**config.mk**
```make
export PLATFORM = sky130hd
export DESIGN_NAME = codec_i2c_cfg_top
export DESIGN_NICKNAME = d
export VERILOG_FILES = /design/src/i2c_bus_pkg.sv /design/src/codec_cfg_pkg.sv /design/src/write_req_if.sv /design/src/bit_phase_timer.sv /design/src/codec_write_seq.sv /design/src/i2c_write_engine.sv /design/src/codec_i2c_cfg_top.sv
export VERILOG_INCLUDE_DIRS = /design/src
export SDC_FILE = /design/constraint.sdc
export NUM_CORES = 1
export LEC_CHECK = 0
export BUFFER_PORTS_ARGS = -buffer_cell sky130_fd_sc_hd__buf_2
export CORE_MARGIN = 8
export CORE_UTILIZATION = 38
export CTS_CLUSTER_DIAMETER = 30
export DETAILED_ROUTE_END_ITERATION = 10
export GPL_TIMING_DRIVEN = 0
export PLACE_DENSITY = 0.59
export SLEW_MARGIN = 40
export SYNTH_ARGS = -nofsm -noshare
export SYNTH_HDL_FRONTEND = slang
export SYNTH_HIERARCHICAL = 1
export SYNTH_SLANG_ARGS = --single-unit
```
**constraint.sdc**
```tcl
create_clock -name clk_200k -period 4.88 [get_ports clk_200k]
set_clock_uncertainty 0.05 [all_clocks]
set_input_delay 0.244 -clock clk_200k [delete_from_list [all_inputs] [get_ports clk_200k]]
set_output_delay 0.244 -clock clk_200k [all_outputs]
set_load 0.01 [all_outputs]
```
**src/codec_config.svh**
```systemverilog
`ifndef CODEC_CONFIG_SVH
`define CODEC_CONFIG_SVH

// 7-bit slave address of the codec, r/w bit appended as 0
`define CFG_DEV_ADDR 7'h1a

// clk_200k ticks per bus bit
`define CFG_TICKS_PER_BIT 12

// entries in the init table
`define CFG_NUM_WRITES 6

`endif

```
**src/i2c_bus_pkg.sv**
```systemverilog
package i2c_bus_pkg;

  // frame states, one per bus slot group
  typedef enum logic [3:0] {
    idle,
    start,
    addr,      // device address byte
    ack_addr,
    cmd,       // command byte
    ack_cmd,
    data,      // data byte
    ack_data,
    stop
  } frame_state_t;

  // which byte of the frame is on the wire
  typedef enum logic [1:0] {
    slot_addr,
    slot_cmd,
    slot_data
  } byte_slot_t;

endpackage

```
**src/codec_cfg_pkg.sv**
```systemverilog
`include "codec_config.svh"

package codec_cfg_pkg;

  typedef logic [$clog2(`CFG_NUM_WRITES)-1:0] table_idx_t;

  // codec register layout
  typedef struct packed {
    logic [6:0] reg_addr;
    logic [8:0] reg_value;
  } codec_fields_t;

  // as sent on the bus
  typedef struct packed {
    logic [7:0] cmd_byte;
    logic [7:0] data_byte;
  } codec_bytes_t;

  typedef union packed {
    codec_bytes_t  bytes;
    codec_fields_t fields;
  } codec_reg_word_u;

  // power-up sequence, written in order
  localparam codec_fields_t init_table [0:`CFG_NUM_WRITES-1] = '{
    '{7'h0f, 9'h000},  // reset
    '{7'h06, 9'h000},  // power up all blocks
    '{7'h04, 9'h012},  // dac select, bypass off
    '{7'h05, 9'h000},  // no de-emphasis, unmute
    '{7'h07, 9'h042},  // master, i2s 16 bit
    '{7'h09, 9'h001}   // activate
  };

endpackage

```
**src/write_req_if.sv**
```systemverilog
`timescale 1ns/1ns

interface write_req_if;

  logic                         req;     // one cycle, engine idle
  codec_cfg_pkg::codec_reg_word_u word;  // held by sequencer
  logic                         done;    // one cycle, end of stop slot
  logic                         ack_ok;  // valid with done

  modport seq_mp (
    output req,
    output word,
    input  done,
    input  ack_ok
  );

  modport eng_mp (
    input  req,
    input  word,
    output done,
    output ack_ok
  );

endinterface

```
**src/bit_phase_timer.sv**
```systemverilog
`timescale 1ns/1ns
`include "codec_config.svh"

module bit_phase_timer (
  input  logic clk_200k,
  input  logic rst_n,
  input  logic run,
  output logic scl_rise,
  output logic scl_fall,
  output logic slot_end
);

  // phase boundaries as quarters of a bit
  localparam int tick_rise = `CFG_TICKS_PER_BIT / 4;
  localparam int tick_fall = (3 * `CFG_TICKS_PER_BIT) / 4;
  localparam int tick_last = `CFG_TICKS_PER_BIT - 1;

  logic [3:0] tick;

  always_ff @(posedge clk_200k or negedge rst_n)
  begin
    if (!rst_n)
    begin
      tick     <= 4'd0;
      scl_rise <= 1'b0;
      scl_fall <= 1'b0;
      slot_end <= 1'b0;
    end
    else
    begin
      if (!run)
        tick <= 4'd0;
      else if (tick == 4'(tick_last))
        tick <= 4'd0;  // wrap into next slot
      else
        tick <= tick + 4'd1;

      scl_rise <= run && (tick == 4'(tick_rise));
      scl_fall <= run && (tick == 4'(tick_fall));
      slot_end <= run && (tick == 4'(tick_last));
    end
  end

endmodule

```
**src/codec_write_seq.sv**
```systemverilog
`timescale 1ns/1ns
`include "codec_config.svh"

module codec_write_seq (
  input  logic                      clk_200k,
  input  logic                      rst_n,
  input  logic                      go,
  output logic                      busy,
  output logic                      all_done,
  output logic                      nack_err,
  output codec_cfg_pkg::table_idx_t write_index,
  write_req_if.seq_mp               wr
);

  logic req_q;
  logic last_entry;

  assign last_entry = (write_index == codec_cfg_pkg::table_idx_t'(`CFG_NUM_WRITES - 1));

  // word follows the index, engine latches it on req
  assign wr.word.fields = codec_cfg_pkg::init_table[write_index];
  assign wr.req = req_q;

  always_ff @(posedge clk_200k or negedge rst_n)
  begin
    if (!rst_n)
    begin
      busy        <= 1'b0;
      all_done    <= 1'b0;
      nack_err    <= 1'b0;
      write_index <= '0;
      req_q       <= 1'b0;
    end
    else
    begin
      req_q    <= 1'b0;
      all_done <= 1'b0;

      if (!busy)
      begin
        if (go)
        begin
          busy        <= 1'b1;
          write_index <= '0;
          nack_err    <= 1'b0;  // cleared by a new run
          req_q       <= 1'b1;
        end
      end
      else if (wr.done)
      begin
        if (!wr.ack_ok)
        begin
          // abort, index stays on the failing entry
          busy     <= 1'b0;
          all_done <= 1'b1;
          nack_err <= 1'b1;
        end
        else if (last_entry)
        begin
          busy     <= 1'b0;
          all_done <= 1'b1;
        end
        else
        begin
          write_index <= write_index + 1'b1;
          req_q       <= 1'b1;
        end
      end
    end
  end

endmodule

```
**src/i2c_write_engine.sv**
```systemverilog
`timescale 1ns/1ns
`include "codec_config.svh"

module i2c_write_engine (
  input  logic        clk_200k,
  input  logic        rst_n,
  input  logic        scl_rise,
  input  logic        scl_fall,
  input  logic        slot_end,
  output logic        run,
  output logic        scl,
  output logic        sda_out,
  output logic        sda_oe,
  input  logic        sda_in,
  write_req_if.eng_mp wr
);

  i2c_bus_pkg::frame_state_t      state;
  i2c_bus_pkg::frame_state_t      seq_next;
  i2c_bus_pkg::byte_slot_t        cur_slot;
  codec_cfg_pkg::codec_reg_word_u word_q;
  logic [2:0]                     bit_idx;
  logic [7:0]                     cur_byte;
  logic                           ack_bad;

  assign run = (state != i2c_bus_pkg::idle);

  assign wr.done   = slot_end && (state == i2c_bus_pkg::stop);
  assign wr.ack_ok = ~ack_bad;

  // regular order through the frame
  always_comb
  begin
    case (state)
      i2c_bus_pkg::start:    seq_next = i2c_bus_pkg::addr;
      i2c_bus_pkg::addr:     seq_next = i2c_bus_pkg::ack_addr;
      i2c_bus_pkg::ack_addr: seq_next = i2c_bus_pkg::cmd;
      i2c_bus_pkg::cmd:      seq_next = i2c_bus_pkg::ack_cmd;
      i2c_bus_pkg::ack_cmd:  seq_next = i2c_bus_pkg::data;
      i2c_bus_pkg::data:     seq_next = i2c_bus_pkg::ack_data;
      i2c_bus_pkg::ack_data: seq_next = i2c_bus_pkg::stop;
      default:               seq_next = i2c_bus_pkg::idle;
    endcase
  end

  always_comb
  begin
    case (state)
      i2c_bus_pkg::addr, i2c_bus_pkg::ack_addr: cur_slot = i2c_bus_pkg::slot_addr;
      i2c_bus_pkg::cmd, i2c_bus_pkg::ack_cmd:   cur_slot = i2c_bus_pkg::slot_cmd;
      default:                                  cur_slot = i2c_bus_pkg::slot_data;
    endcase
  end

  always_comb
  begin
    case (cur_slot)
      i2c_bus_pkg::slot_addr: cur_byte = {`CFG_DEV_ADDR, 1'b0};  // write
      i2c_bus_pkg::slot_cmd:  cur_byte = word_q.bytes.cmd_byte;
      default:                cur_byte = word_q.bytes.data_byte;
    endcase
  end

  always_ff @(posedge clk_200k)
  begin
    if (wr.req && (state == i2c_bus_pkg::idle))
      word_q <= wr.word;
  end

  // frame sequencing, one step per slot_end
  always_ff @(posedge clk_200k or negedge rst_n)
  begin
    if (!rst_n)
    begin
      state   <= i2c_bus_pkg::idle;
      bit_idx <= 3'd7;
      ack_bad <= 1'b0;
    end
    else
    begin
      case (state)
        i2c_bus_pkg::idle:
        begin
          if (wr.req)
          begin
            state   <= i2c_bus_pkg::start;
            bit_idx <= 3'd7;
            ack_bad <= 1'b0;
          end
        end
        i2c_bus_pkg::addr, i2c_bus_pkg::cmd, i2c_bus_pkg::data:
        begin
          if (slot_end)
          begin
            bit_idx <= bit_idx - 3'd1;  // wraps to 7 after bit 0
            if (bit_idx == 3'd0)
              state <= seq_next;
          end
        end
        i2c_bus_pkg::ack_addr, i2c_bus_pkg::ack_cmd, i2c_bus_pkg::ack_data:
        begin
          if (scl_fall)
            ack_bad <= sda_in;  // single sample per ack slot
          if (slot_end)
            state <= ack_bad ? i2c_bus_pkg::stop : seq_next;
        end
        default:
        begin
          if (slot_end)
            state <= seq_next;
        end
      endcase
    end
  end

  // pin drive, registered behind the phase strobes
  always_ff @(posedge clk_200k or negedge rst_n)
  begin
    if (!rst_n)
    begin
      scl     <= 1'b1;
      sda_out <= 1'b1;
      sda_oe  <= 1'b1;
    end
    else
    begin
      case (state)
        i2c_bus_pkg::start:
        begin
          if (scl_rise)
            sda_out <= 1'b0;  // start, sda falls with scl high
          if (scl_fall)
            scl <= 1'b0;
        end
        i2c_bus_pkg::addr, i2c_bus_pkg::cmd, i2c_bus_pkg::data:
        begin
          sda_oe  <= 1'b1;
          sda_out <= cur_byte[bit_idx];  // msb first
          if (scl_rise)
            scl <= 1'b1;
          if (scl_fall)
            scl <= 1'b0;
        end
        i2c_bus_pkg::ack_addr, i2c_bus_pkg::ack_cmd, i2c_bus_pkg::ack_data:
        begin
          sda_oe  <= 1'b0;  // slave owns sda
          sda_out <= 1'b0;  // low ready for stop
          if (scl_rise)
            scl <= 1'b1;
          if (scl_fall)
            scl <= 1'b0;
        end
        i2c_bus_pkg::stop:
        begin
          sda_oe <= 1'b1;
          if (scl_rise)
            scl <= 1'b1;
          if (scl_fall)
            sda_out <= 1'b1;  // stop, sda rises with scl high
        end
        default:
        begin
          scl     <= 1'b1;
          sda_out <= 1'b1;
          sda_oe  <= 1'b1;
        end
      endcase
    end
  end

endmodule

```
**src/codec_i2c_cfg_top.sv**
```systemverilog
`timescale 1ns/1ns

module codec_i2c_cfg_top (
  input  logic                      clk_200k,
  input  logic                      rst_n,
  input  logic                      go,
  output logic                      scl,
  output logic                      sda_out,
  output logic                      sda_oe,
  input  logic                      sda_in,
  output logic                      busy,
  output logic                      all_done,
  output logic                      nack_err,
  output codec_cfg_pkg::table_idx_t write_index
);

  logic run;
  logic scl_rise;
  logic scl_fall;
  logic slot_end;

  write_req_if wr_if ();

  bit_phase_timer i_bit_phase_timer (
    .clk_200k (clk_200k),
    .rst_n    (rst_n),
    .run      (run),
    .scl_rise (scl_rise),
    .scl_fall (scl_fall),
    .slot_end (slot_end)
  );

  codec_write_seq i_codec_write_seq (
    .clk_200k    (clk_200k),
    .rst_n       (rst_n),
    .go          (go),
    .busy        (busy),
    .all_done    (all_done),
    .nack_err    (nack_err),
    .write_index (write_index),
    .wr          (wr_if.seq_mp)
  );

  i2c_write_engine i_i2c_write_engine (
    .clk_200k (clk_200k),
    .rst_n    (rst_n),
    .scl_rise (scl_rise),
    .scl_fall (scl_fall),
    .slot_end (slot_end),
    .run      (run),
    .scl      (scl),
    .sda_out  (sda_out),
    .sda_oe   (sda_oe),
    .sda_in   (sda_in),
    .wr       (wr_if.eng_mp)
  );

endmodule

```
## Yosys cells after proc, flatten, opt, wreduce, memory -nomap -nowiden

Memories as Yosys holds them, arrays and structs flattened. A register that Yosys moved wholly into a read port is not among the register bits.
Cells that the tools add are included.

- Bits in registers: 25
- Logic and storage cells: 118
- Memories kept: 1
- Output and inout bits: 9
- Input bits: 4
- ROM bits: 128

Memory list:

| name | words | width | rd ports | clocked after Yosys merged registers in | wr ports | RTL line | text |
|---|---|---|---|---|---|---|---|
| (no name shown) | 8 | 16 | 1 | 1 | 0 | codec_write_seq.sv:21 | `assign wr.word.fields = codec_cfg_pkg::init_table[write_index];` |

- Equality and inequality tests: 25
- Add/sub/neg operators: 3
- Reduce and logical (&&, ||, !) cells: 24
- Multiplexer cells: 48
- Bitwise operators: 1
- Magnitude comparators: 1

Operators by type and width:

| cell | count |
|---|---|
| 4-bit 2-to-1 mux | 8 |
| 4-bit case mux with 7 select lines | 1 |
| 1-bit 2-to-1 mux | 23 |
| 3-bit 2-to-1 mux | 7 |
| 2-bit inequality test, second input constant | 9 |
| 4-bit by 3-bit == test with 1-bit output, second input constant | 4 |
| 8-bit case mux with 2 select lines | 1 |
| 4-bit by 2-bit == test with 1-bit output, second input constant | 3 |
| 4-bit == test, second input constant | 3 |
| 4-bit case mux with 3 select lines | 1 |
| 3-bit AND reduction | 3 |
| 2-bit nonzero test | 4 |
| 2-bit by 1-bit inequality test with 1-bit output, second input constant | 3 |
| 3-bit case mux with 2 select lines | 1 |
| 3-bit OR reduction | 2 |
| 6-bit OR reduction | 1 |
| 1-bit logical AND | 5 |
| 5-bit AND reduction | 1 |
| 4-bit by 1-bit adder with 4-bit output, second input constant | 1 |
| 4-bit by 1-bit == test with 1-bit output, second input constant | 1 |
| 4-bit logical NOT | 1 |
| 3-bit by 4-bit < comparator with 1-bit output, second input constant | 1 |
| 3-bit NOT with 4-bit output | 1 |
| 1-bit case mux with 2 select lines | 2 |
| other kinds (14) | 15 |

## Longest topological paths before layout

Gate-level depths: netlist of the first run.

- Depth after elaboration: 8
- Mapped depth: 8

## Hierarchy

The synthesis of the first run kept the hierarchy.

Modules (own cells, without submodules):

| module | times used | seq. area each (um^2) | area each (um^2) | cells an instance |
|---|---|---|---|---|
| i2c_write_engine | 1 | 763.2 | 1417.6 | 131 |
| codec_write_seq | 1 | 175.2 | 515.5 | 53 |
| bit_phase_timer | 1 | 175.2 | 310.3 | 28 |

## Least setup slack after synthesis of the first run

Ideal clock, no wire load.

- Path type: reg2reg
- Start: register i_i2c_write_engine.state[2]
- End: register i_i2c_write_engine.ack_bad
- Clock period less this slack: 2.010 ns
- Arrival: 1.838 ns
- Buffers on the path: 1
- Library setup time: 0.122 ns
- Cell stages (with the launch flop): 6
- Path slack: 2.870 ns
- Cell sequence: dfrtp_1 -> buf_6 -> or4_1 -> nor2_2 -> a21oi_1 -> a32o_1

- Word-level cells in the longest chain between the ends: 4
- Elaborated cells between the ends (all ways): 10
- Classes of those cells: 5 x eq/ne; 1 x mux; 4 x reduce/logical

Ends and longest elaborated chain:

| item | RTL line | text |
|---|---|---|
| start, declared | i2c_write_engine.sv:18 | `i2c_bus_pkg::frame_state_t state;` |
| start signal, assigned | i2c_write_engine.sv:75 | `state <= i2c_bus_pkg::idle;` |
| start signal, assigned | i2c_write_engine.sv:86 | `state <= i2c_bus_pkg::start;` |
| start signal, assigned | i2c_write_engine.sv:97 | `state <= seq_next;` |
| 4-bit by 2-bit == test with 1-bit output / 4-bit by 3-bit == test with 1-bit output (equally long branches) | i2c_write_engine.sv:81 | `case (state)` |
| 3-bit OR reduction | i2c_write_engine.sv:81 |  |
| 2-bit inequality test (no line) / 2-bit nonzero test (equally long branches) | - |  |
| 3-bit AND reduction (no line) | - |  |
| end signal, assigned | i2c_write_engine.sv:103 | `ack_bad <= sda_in;` |
| end, declared | i2c_write_engine.sv:24 | `logic ack_bad;` |

Several ways; a longest one is shown, not always the timed one.
A chain may end at the register's enable or synchronous reset.

## Worst setup path in the final report of the first run

- Start: register i_i2c_write_engine.state[2]
- End: register i_i2c_write_engine.state[0]

- Word-level cells in the longest chain between the ends: 5
- Elaborated cells between the ends (all ways): 23
- Classes of those cells: 11 x eq/ne; 7 x mux; 5 x reduce/logical

Ends and longest elaborated chain:

| item | RTL line | text |
|---|---|---|
| 4-bit by 3-bit == test with 1-bit output, or another cell as far along | i2c_write_engine.sv:34, i2c_write_engine.sv:81 |  |
| 4-bit case mux with 7 select lines | i2c_write_engine.sv:34 | `case (state)` |
| 4-bit 2-to-1 mux (on tied branches) | i2c_write_engine.sv:105, i2c_write_engine.sv:96 |  |
| 4-bit 2-to-1 mux (on tied branches) | i2c_write_engine.sv:104, i2c_write_engine.sv:93 |  |
| 4-bit case mux with 3 select lines | i2c_write_engine.sv:81 |  |

Several ways; a longest one is shown, not always the timed one. The select of a mux whose other input is x is not followed.

==> results of run 1 <==
## routing by layer
metal	global-route usage (%)	part of all wire, %	routed length (µm)	vias to the layer above
met3	3.32	4.5	190	2
met2	16.4	46	1960	36
met5	0	0	0	-
li1	-	-	-	807
met1	14.3	49	2090	737
met4	4.03	0.70	30	0
## synth_stat cells (2+ instances only)
cell type  instances
a311oi_1           2
edfxtp_1          16
nor3b_1            2
a2111oi_0          2
or4_1              2
nand2_1           13
nor2_1            16
buf_6              3
buf_2              3
mux2i_1            3
nor3_1             3
nand4_1            3
nand3_1            7
dfstp_2            6
a31oi_1            3
o21ai_1            3
a22o_1             4
nor2_2             2
o21ai_0            6
clkbuf_1           2
nor2b_1            4
a21oi_1           15
and3_1             3
o21a_1             2
dfrtp_1           19
or3_1              2
inv_1             16
a221oi_1           4
nand2b_1           4
ha_1               8
buf_4             10
## worst paths after layout
check                                                             start                                      end  slack (ps)  depth (start not counted)
min in group asynchronous                                         rst_n  i_i2c_write_engine/state[1]$_DFFE_PN0P_         410                          2
worst max register to register  i_i2c_write_engine/state[2]$_DFFE_PN0P_  i_i2c_write_engine/state[0]$_DFFE_PN0P_        2810                          5
max in group asynchronous                                         rst_n    i_i2c_write_engine/sda_oe$_DFFE_PN1P_        4000                          2
worst min-delay path                                                 go   i_codec_write_seq/nack_err$_DFFE_PN0P_          90                          2
worst max-delay path            i_i2c_write_engine/state[2]$_DFFE_PN0P_  i_i2c_write_engine/state[0]$_DFFE_PN0P_        2810                          5
worst min register to register    i_i2c_write_engine/sda_oe$_DFFE_PN1P_    i_i2c_write_engine/sda_oe$_DFFE_PN1P_         470                          1
## worst register-to-register path: cells and delay by family, from the launching register on
| kind | cells | cell delay [ps] |
|---|---|---|
| and+or+nand+nor | 2 | 1060 |
| DFF | 1 | 380 |
| AOI/OAI and AO/OA | 2 | 360 |
| buffers and inverters | 1 | 140 |
## layout make-up
type | count | area, µm² | area share (%)
Inverter | 17 | 63.8 | 2.50
Clock buffer | 6 | 72.6 | 2.85
Buffer | 18 | 131 | 5.15
Sequential cell | 41 | 1110 | 43.7
Clock inverter | 2 | 38.8 | 1.52
Multi-Input combinational cell | 143 | 966 | 37.9
Tap cell | 75 | 93.8 | 3.68
Timing Repair Buffer | 13 | 70.1 | 2.75
## flip-flops by register name, indices dropped and copies added, names as in the netlist, 3 cells and up
register	flops
i_i2c_write_engine/word_q	16
i_bit_phase_timer/tick	4
i_i2c_write_engine/state	4
i_codec_write_seq/write_index	3
i_i2c_write_engine/bit_idx	3
## power by group through the flow
stage	Sequential, mW	Clock (mW)	Combinational [mW]
floorplan	0.374	0	0.0263
global placement	0.373	0	0.0403
detailed placement	0.373	0	0.0405
CTS	0.366	0.280	0.0412
global route	0.367	0.300	0.0461
finish	0.366	0.271	0.0404
## cells by family (layout without fill, tap and decap cells)
| family | after synthesis | in the layout |
|---|---|---|
| fa+ha+maj | 9 | 9 |
| flops | 41 | 41 |
| other cells | 1 | 8 |
| mux | 4 | 4 |
| compound gates | 56 | 56 |
| buf+inv | 35 | 56 |
| simple gates | 66 | 66 |
==> reports/qor.csv, run 1 <==
metric,value,unit
design.core.area,0.00582,mm²
cpMostUsedCell,a21oi_1,
ctsHoldBuffers,1,
yosysWarnings,6,
synth.top_cell.area_share,21.4,%
ys_async_sr_fraction,61.0,%
htreeDepth,2,
ioPinCount,13,
avgViaCountPerCell,5.02,
avgSynthCellArea,10.6,µm²
slew_headroom,62.6,%
netSwitchingPower,144,µW
synth_xor_area_share,0,%
die_y,92.8,µm
holdWs,91.1,ps
slew_violations,0,
hold_class,input pin to flop,
outcome,finished clean,
p_int,535,µW
final_cell_mix,"dfrtp_1 (19), inv_1 (16), nor2_1 (16), edfxtp_1 (16)",
cts_resized,0,
cts_tree,yes,
setup_tns,0,ps
synth-simple-area-share,15.6,%
synth_fa_ha_area_share,4.91,%
wl_per_cell,13.5,µm
design_area,0.00255,mm²
finalWorstSetupSlack,2810,ps
drc,0,
leakage,1.09,nW
port-buffer-count,12,
postCtsSetupRepairBufs,0,
start_util,38.6,%
finalPower,678,µW
min_period_over_period,42.4,%
critical_path.max_fanout,18,
die_w,92.8,µm
syn_inst,212,
final_util,43.8,%
min_period,2070,ps
power_density,266,mW/mm²
maxCapViolations,0,
peakVddDrop,0.000115,V
grt_use_total,10.9,%
synth_top_family_by_area,compound AO/OA/AOI/OAI gates,
cts_max_path_buffers,2,
first_iter_violations,88,
cts_root_buf,clkbuf_8,
required,5040,ps
power_frac_clock,40.0,%
synthMuxAreaShare,2.01,%
grt_max_degree,26,
placed_cells,306,
pwr-share-comb,6.0,%
ys_seq_area_share,49.6,%
grt_pass1_wl,7.31,mm
hold_viol_final,0,
final_common_cell,dfrtp_1,
grt_pass1_vias,1466,
dp_hpwl,3.09,mm
vias,1582,
synth_cell_types,55,
antenna-diode-count,0,
setup_viol,0,
path_delay_family,simple AND/OR/NAND/NOR gates,
drtPass1Iterations,4,
cp-start-kind,flop,
cts.sinks,41,
pre_cts_ws,2800,ps
antenna_found_initial,0,
max_freq,0.484,GHz
fin_cells,315,
synthesis.area,0.00224,mm²
slowest_delay,610,ps
synth_compound_area_share,19.0,%
rows,28,
path_buf_inv,1,
power_frac_seq,54.0,%
syn_to_final_growth,13.7,%
dominantRegCellSynth,dfrtp_1,
worstSetupPathType,flop to flop,
layout-drive-gt1-share,22.1,%
dieArea,0.00862,mm²
clkLatencyLatePin,290,ps
crit_chain,buf_6 > or4_1 > nor2_4 > a21oi_1 > a21oi_1,
synth_edf_count,16,
nNetsFinal,251,
overflow,0,
tightest_slew,548,ps
swShare,21.2,%
dpl_cell_area,0.00243,mm²
place_congestion,0.848,
clk_pin_slew_worst_paths,80,ps
worstPathArrival,2230,ps
critPathCaptureType,flop,
slowest_stage,or4_1,
ys_seq_elements,41,
wirelength,4.27,mm
grt_setup_unrepaired,no,
cts_buffers,5,
ant_nets,0,
nFillCells,575,
synthTopCellsByArea,"edfxtp_1 (21%), dfrtp_1 (21%), dfstp_2 (7.0%)",
synth_top_area_cell,edfxtp_1,
(Power assumes the default switching activity.)
==> inputs of run 2 (changes only) <==
Clock period 4.88 ns to 2 ns, I/O delays scaled along.
==> reports/qor.csv, run 2 (synthesized netlist as in run 1, its figures left out) <==
metric,value,unit
outcome,finished clean,
startpoint,i_i2c_write_engine/state[2]$_DFFE_PN0P_,
setup_viol,0,
reg_top3,"i_i2c_write_engine/word_q: 16 flops, i_bit_phase_timer/tick: 4 flops, i_i2c_write_engine/state: 4 flops",
power_density,597,mW/mm²
design_area,0.00257,mm²
ioPinCount,13,
hold_viol_final,0,
cp-endpoint,i_i2c_write_engine/word_q[3]$_DFFE_PP_,
antenna-diode-count,0,
place_congestion,0.843,
rows,28,
clk_pin_slew_worst_paths,80,ps
grt_use_met3,2.67,%
min_period,1850,ps
wirelength,4.31,mm
power_frac_clock,35.3,%
die_w,92.8,µm
overflow,0,
peakVddDrop,0.000372,V
design.core.area,0.00582,mm²
swShare,23.2,%
leakage,1.09,nW
max_freq,0.541,GHz
tightest_slew,566,ps
die_y,92.8,µm
netSwitchingPower,356,µW
syn_to_final_growth,14.4,%
port-buffer-count,12,
final_common_cell,dfrtp_1,
wl_per_cell,13.5,µm
worstPathArrival,1810,ps
worstHoldStart,sda_in,
critical_path.max_fanout,15,
final_cell_mix,"dfrtp_1 (19), inv_1 (16), edfxtp_1 (16)",
top_register,i_i2c_write_engine/word_q,
antenna_found_initial,0,
use_met1,15.1,%
slew_violations,0,
ff2ff_setup_slack,150,ps
grt_max_degree,26,
grt_pass1_vias,1575,
layout-drive-gt1-share,23.5,%
first_iter_violations,84,
holdWs,17.5,ps
ant_nets,0,
maxCapViolations,0,
dp_hpwl,3.07,mm
dpl_cell_area,0.00243,mm²
slew_headroom,61.3,%
worstReg2RegEnd,i_i2c_write_engine/word_q[3]$_DFFE_PP_,
grt_pass1_wl,7.76,mm
regToRegStartpoint,i_i2c_write_engine/state[2]$_DFFE_PN0P_,
pwr-share-comb,6.4,%
worstSetupPathType,flop to flop,
avgViaCountPerCell,5.12,
hold_class,input pin to flop,
largest_reg_flops,16,
r2r_cells,4,
p_int,1.18,mW
cts.sinks,41,
cp-start-kind,flop,
grt-busiest-layer,met2,
dieArea,0.00862,mm²
hold_depth,2,
cts_max_path_buffers,2,
clkLatencyLatePin,290,ps
grt_setup_unrepaired,no,
cts_buffers,5,
drtPass1Iterations,4,
slowest_stage,or4_1,
vias,1627,
nNetsFinal,254,
grt_use_met2,17.0,%
min_period_over_period,92.5,%
drc,0,
cts_root_buf,clkbuf_8,
finalPower,1.53,mW
required,1960,ps
power_frac_seq,58.2,%
cts_tree,yes,
start_util,38.6,%
htreeDepth,2,
critPathCaptureType,flop,
slowest_delay,610,ps
crit_chain,buf_6 > or4_1 > nor2_4 > buf_12,
grt_use_total,11.3,%
run 2: cell count changes in the layout (fill, tap and decap cells not counted), sizes merged:
cell / before / now
buf: 28 / 30
bufinv: 1 / 0
clkinv: 1 / 0
clkinvlp: 0 / 1
dlygate4sd3: 1 / 2
inv: 17 / 18
run 2: critical path: cells and delay by family, from the launching register on:
family                 cells  cell delay (ps)
buffers and inverters      2              310
flip-flops                 1              380
AND/OR/NAND/NOR            2              830
run 2: worst min-delay path by stage:
stage | to
global placement | i_i2c_write_engine/state[2]$_DFFE_PN0P_
finish | i_i2c_write_engine/ack_bad$_DFFE_PN0P_
floorplan | i_bit_phase_timer/scl_fall$_DFF_PN0_
global route | i_i2c_write_engine/ack_bad$_DFFE_PN0P_
detailed placement | i_i2c_write_engine/state[2]$_DFFE_PN0P_
CTS | i_i2c_write_engine/ack_bad$_DFFE_PN0P_
run 2: what timing repair did:
action | CTS | global route
setup endpoints to repair | 20 | 7
pin swaps | 1 | 0
resized for setup | 0 | 2
hold buffers | 2 | 0
hold endpoints to repair | 20 | 0
setup buffers | 2 | 0
run 2: final cells by class:
type / instances / area [µm²]
well taps: 75 / 93.8
repair buffers: 16 / 108
multi-input cells: 143 / 971
inverters: 17 / 63.8
clock inverters: 2 / 13.8
flip-flops and latches: 41 / 1110
clock buffers: 6 / 72.6
fillers: 569 / 3250
plain buffers: 18 / 131
run 2: power groups by stage:
stage | Clock [mW] | Sequential, mW | Combinational [mW]
after floorplan | 0 | 0.912 | 0.0642
after global placement | 0 | 0.911 | 0.0982
after detailed placement | 0 | 0.911 | 0.0982
after CTS | 0.564 | 0.893 | 0.101
after global routing | 0.594 | 0.895 | 0.116
final | 0.542 | 0.893 | 0.0988
run 2: layer usage:
metal | vias to the layer above | wire (µm)
li1 | 812 | -
met1 | 769 | 2110
met2 | 39 | 1970
met3 | 7 | 170
met4 | 0 | 59
met5 | - | 0
run 2: per-stage QoR:
stage,instances,setup WS (ps),TNS [ps],utilization [%]
after global placement,306,-44.6,-116,41.8
after global routing,318,22.9,0,44.1
final,318,150,0,44.1
after floorplan,219,166,0,-
after detailed placement,306,-64.2,-268,41.8
after CTS,318,38.8,0,44.1
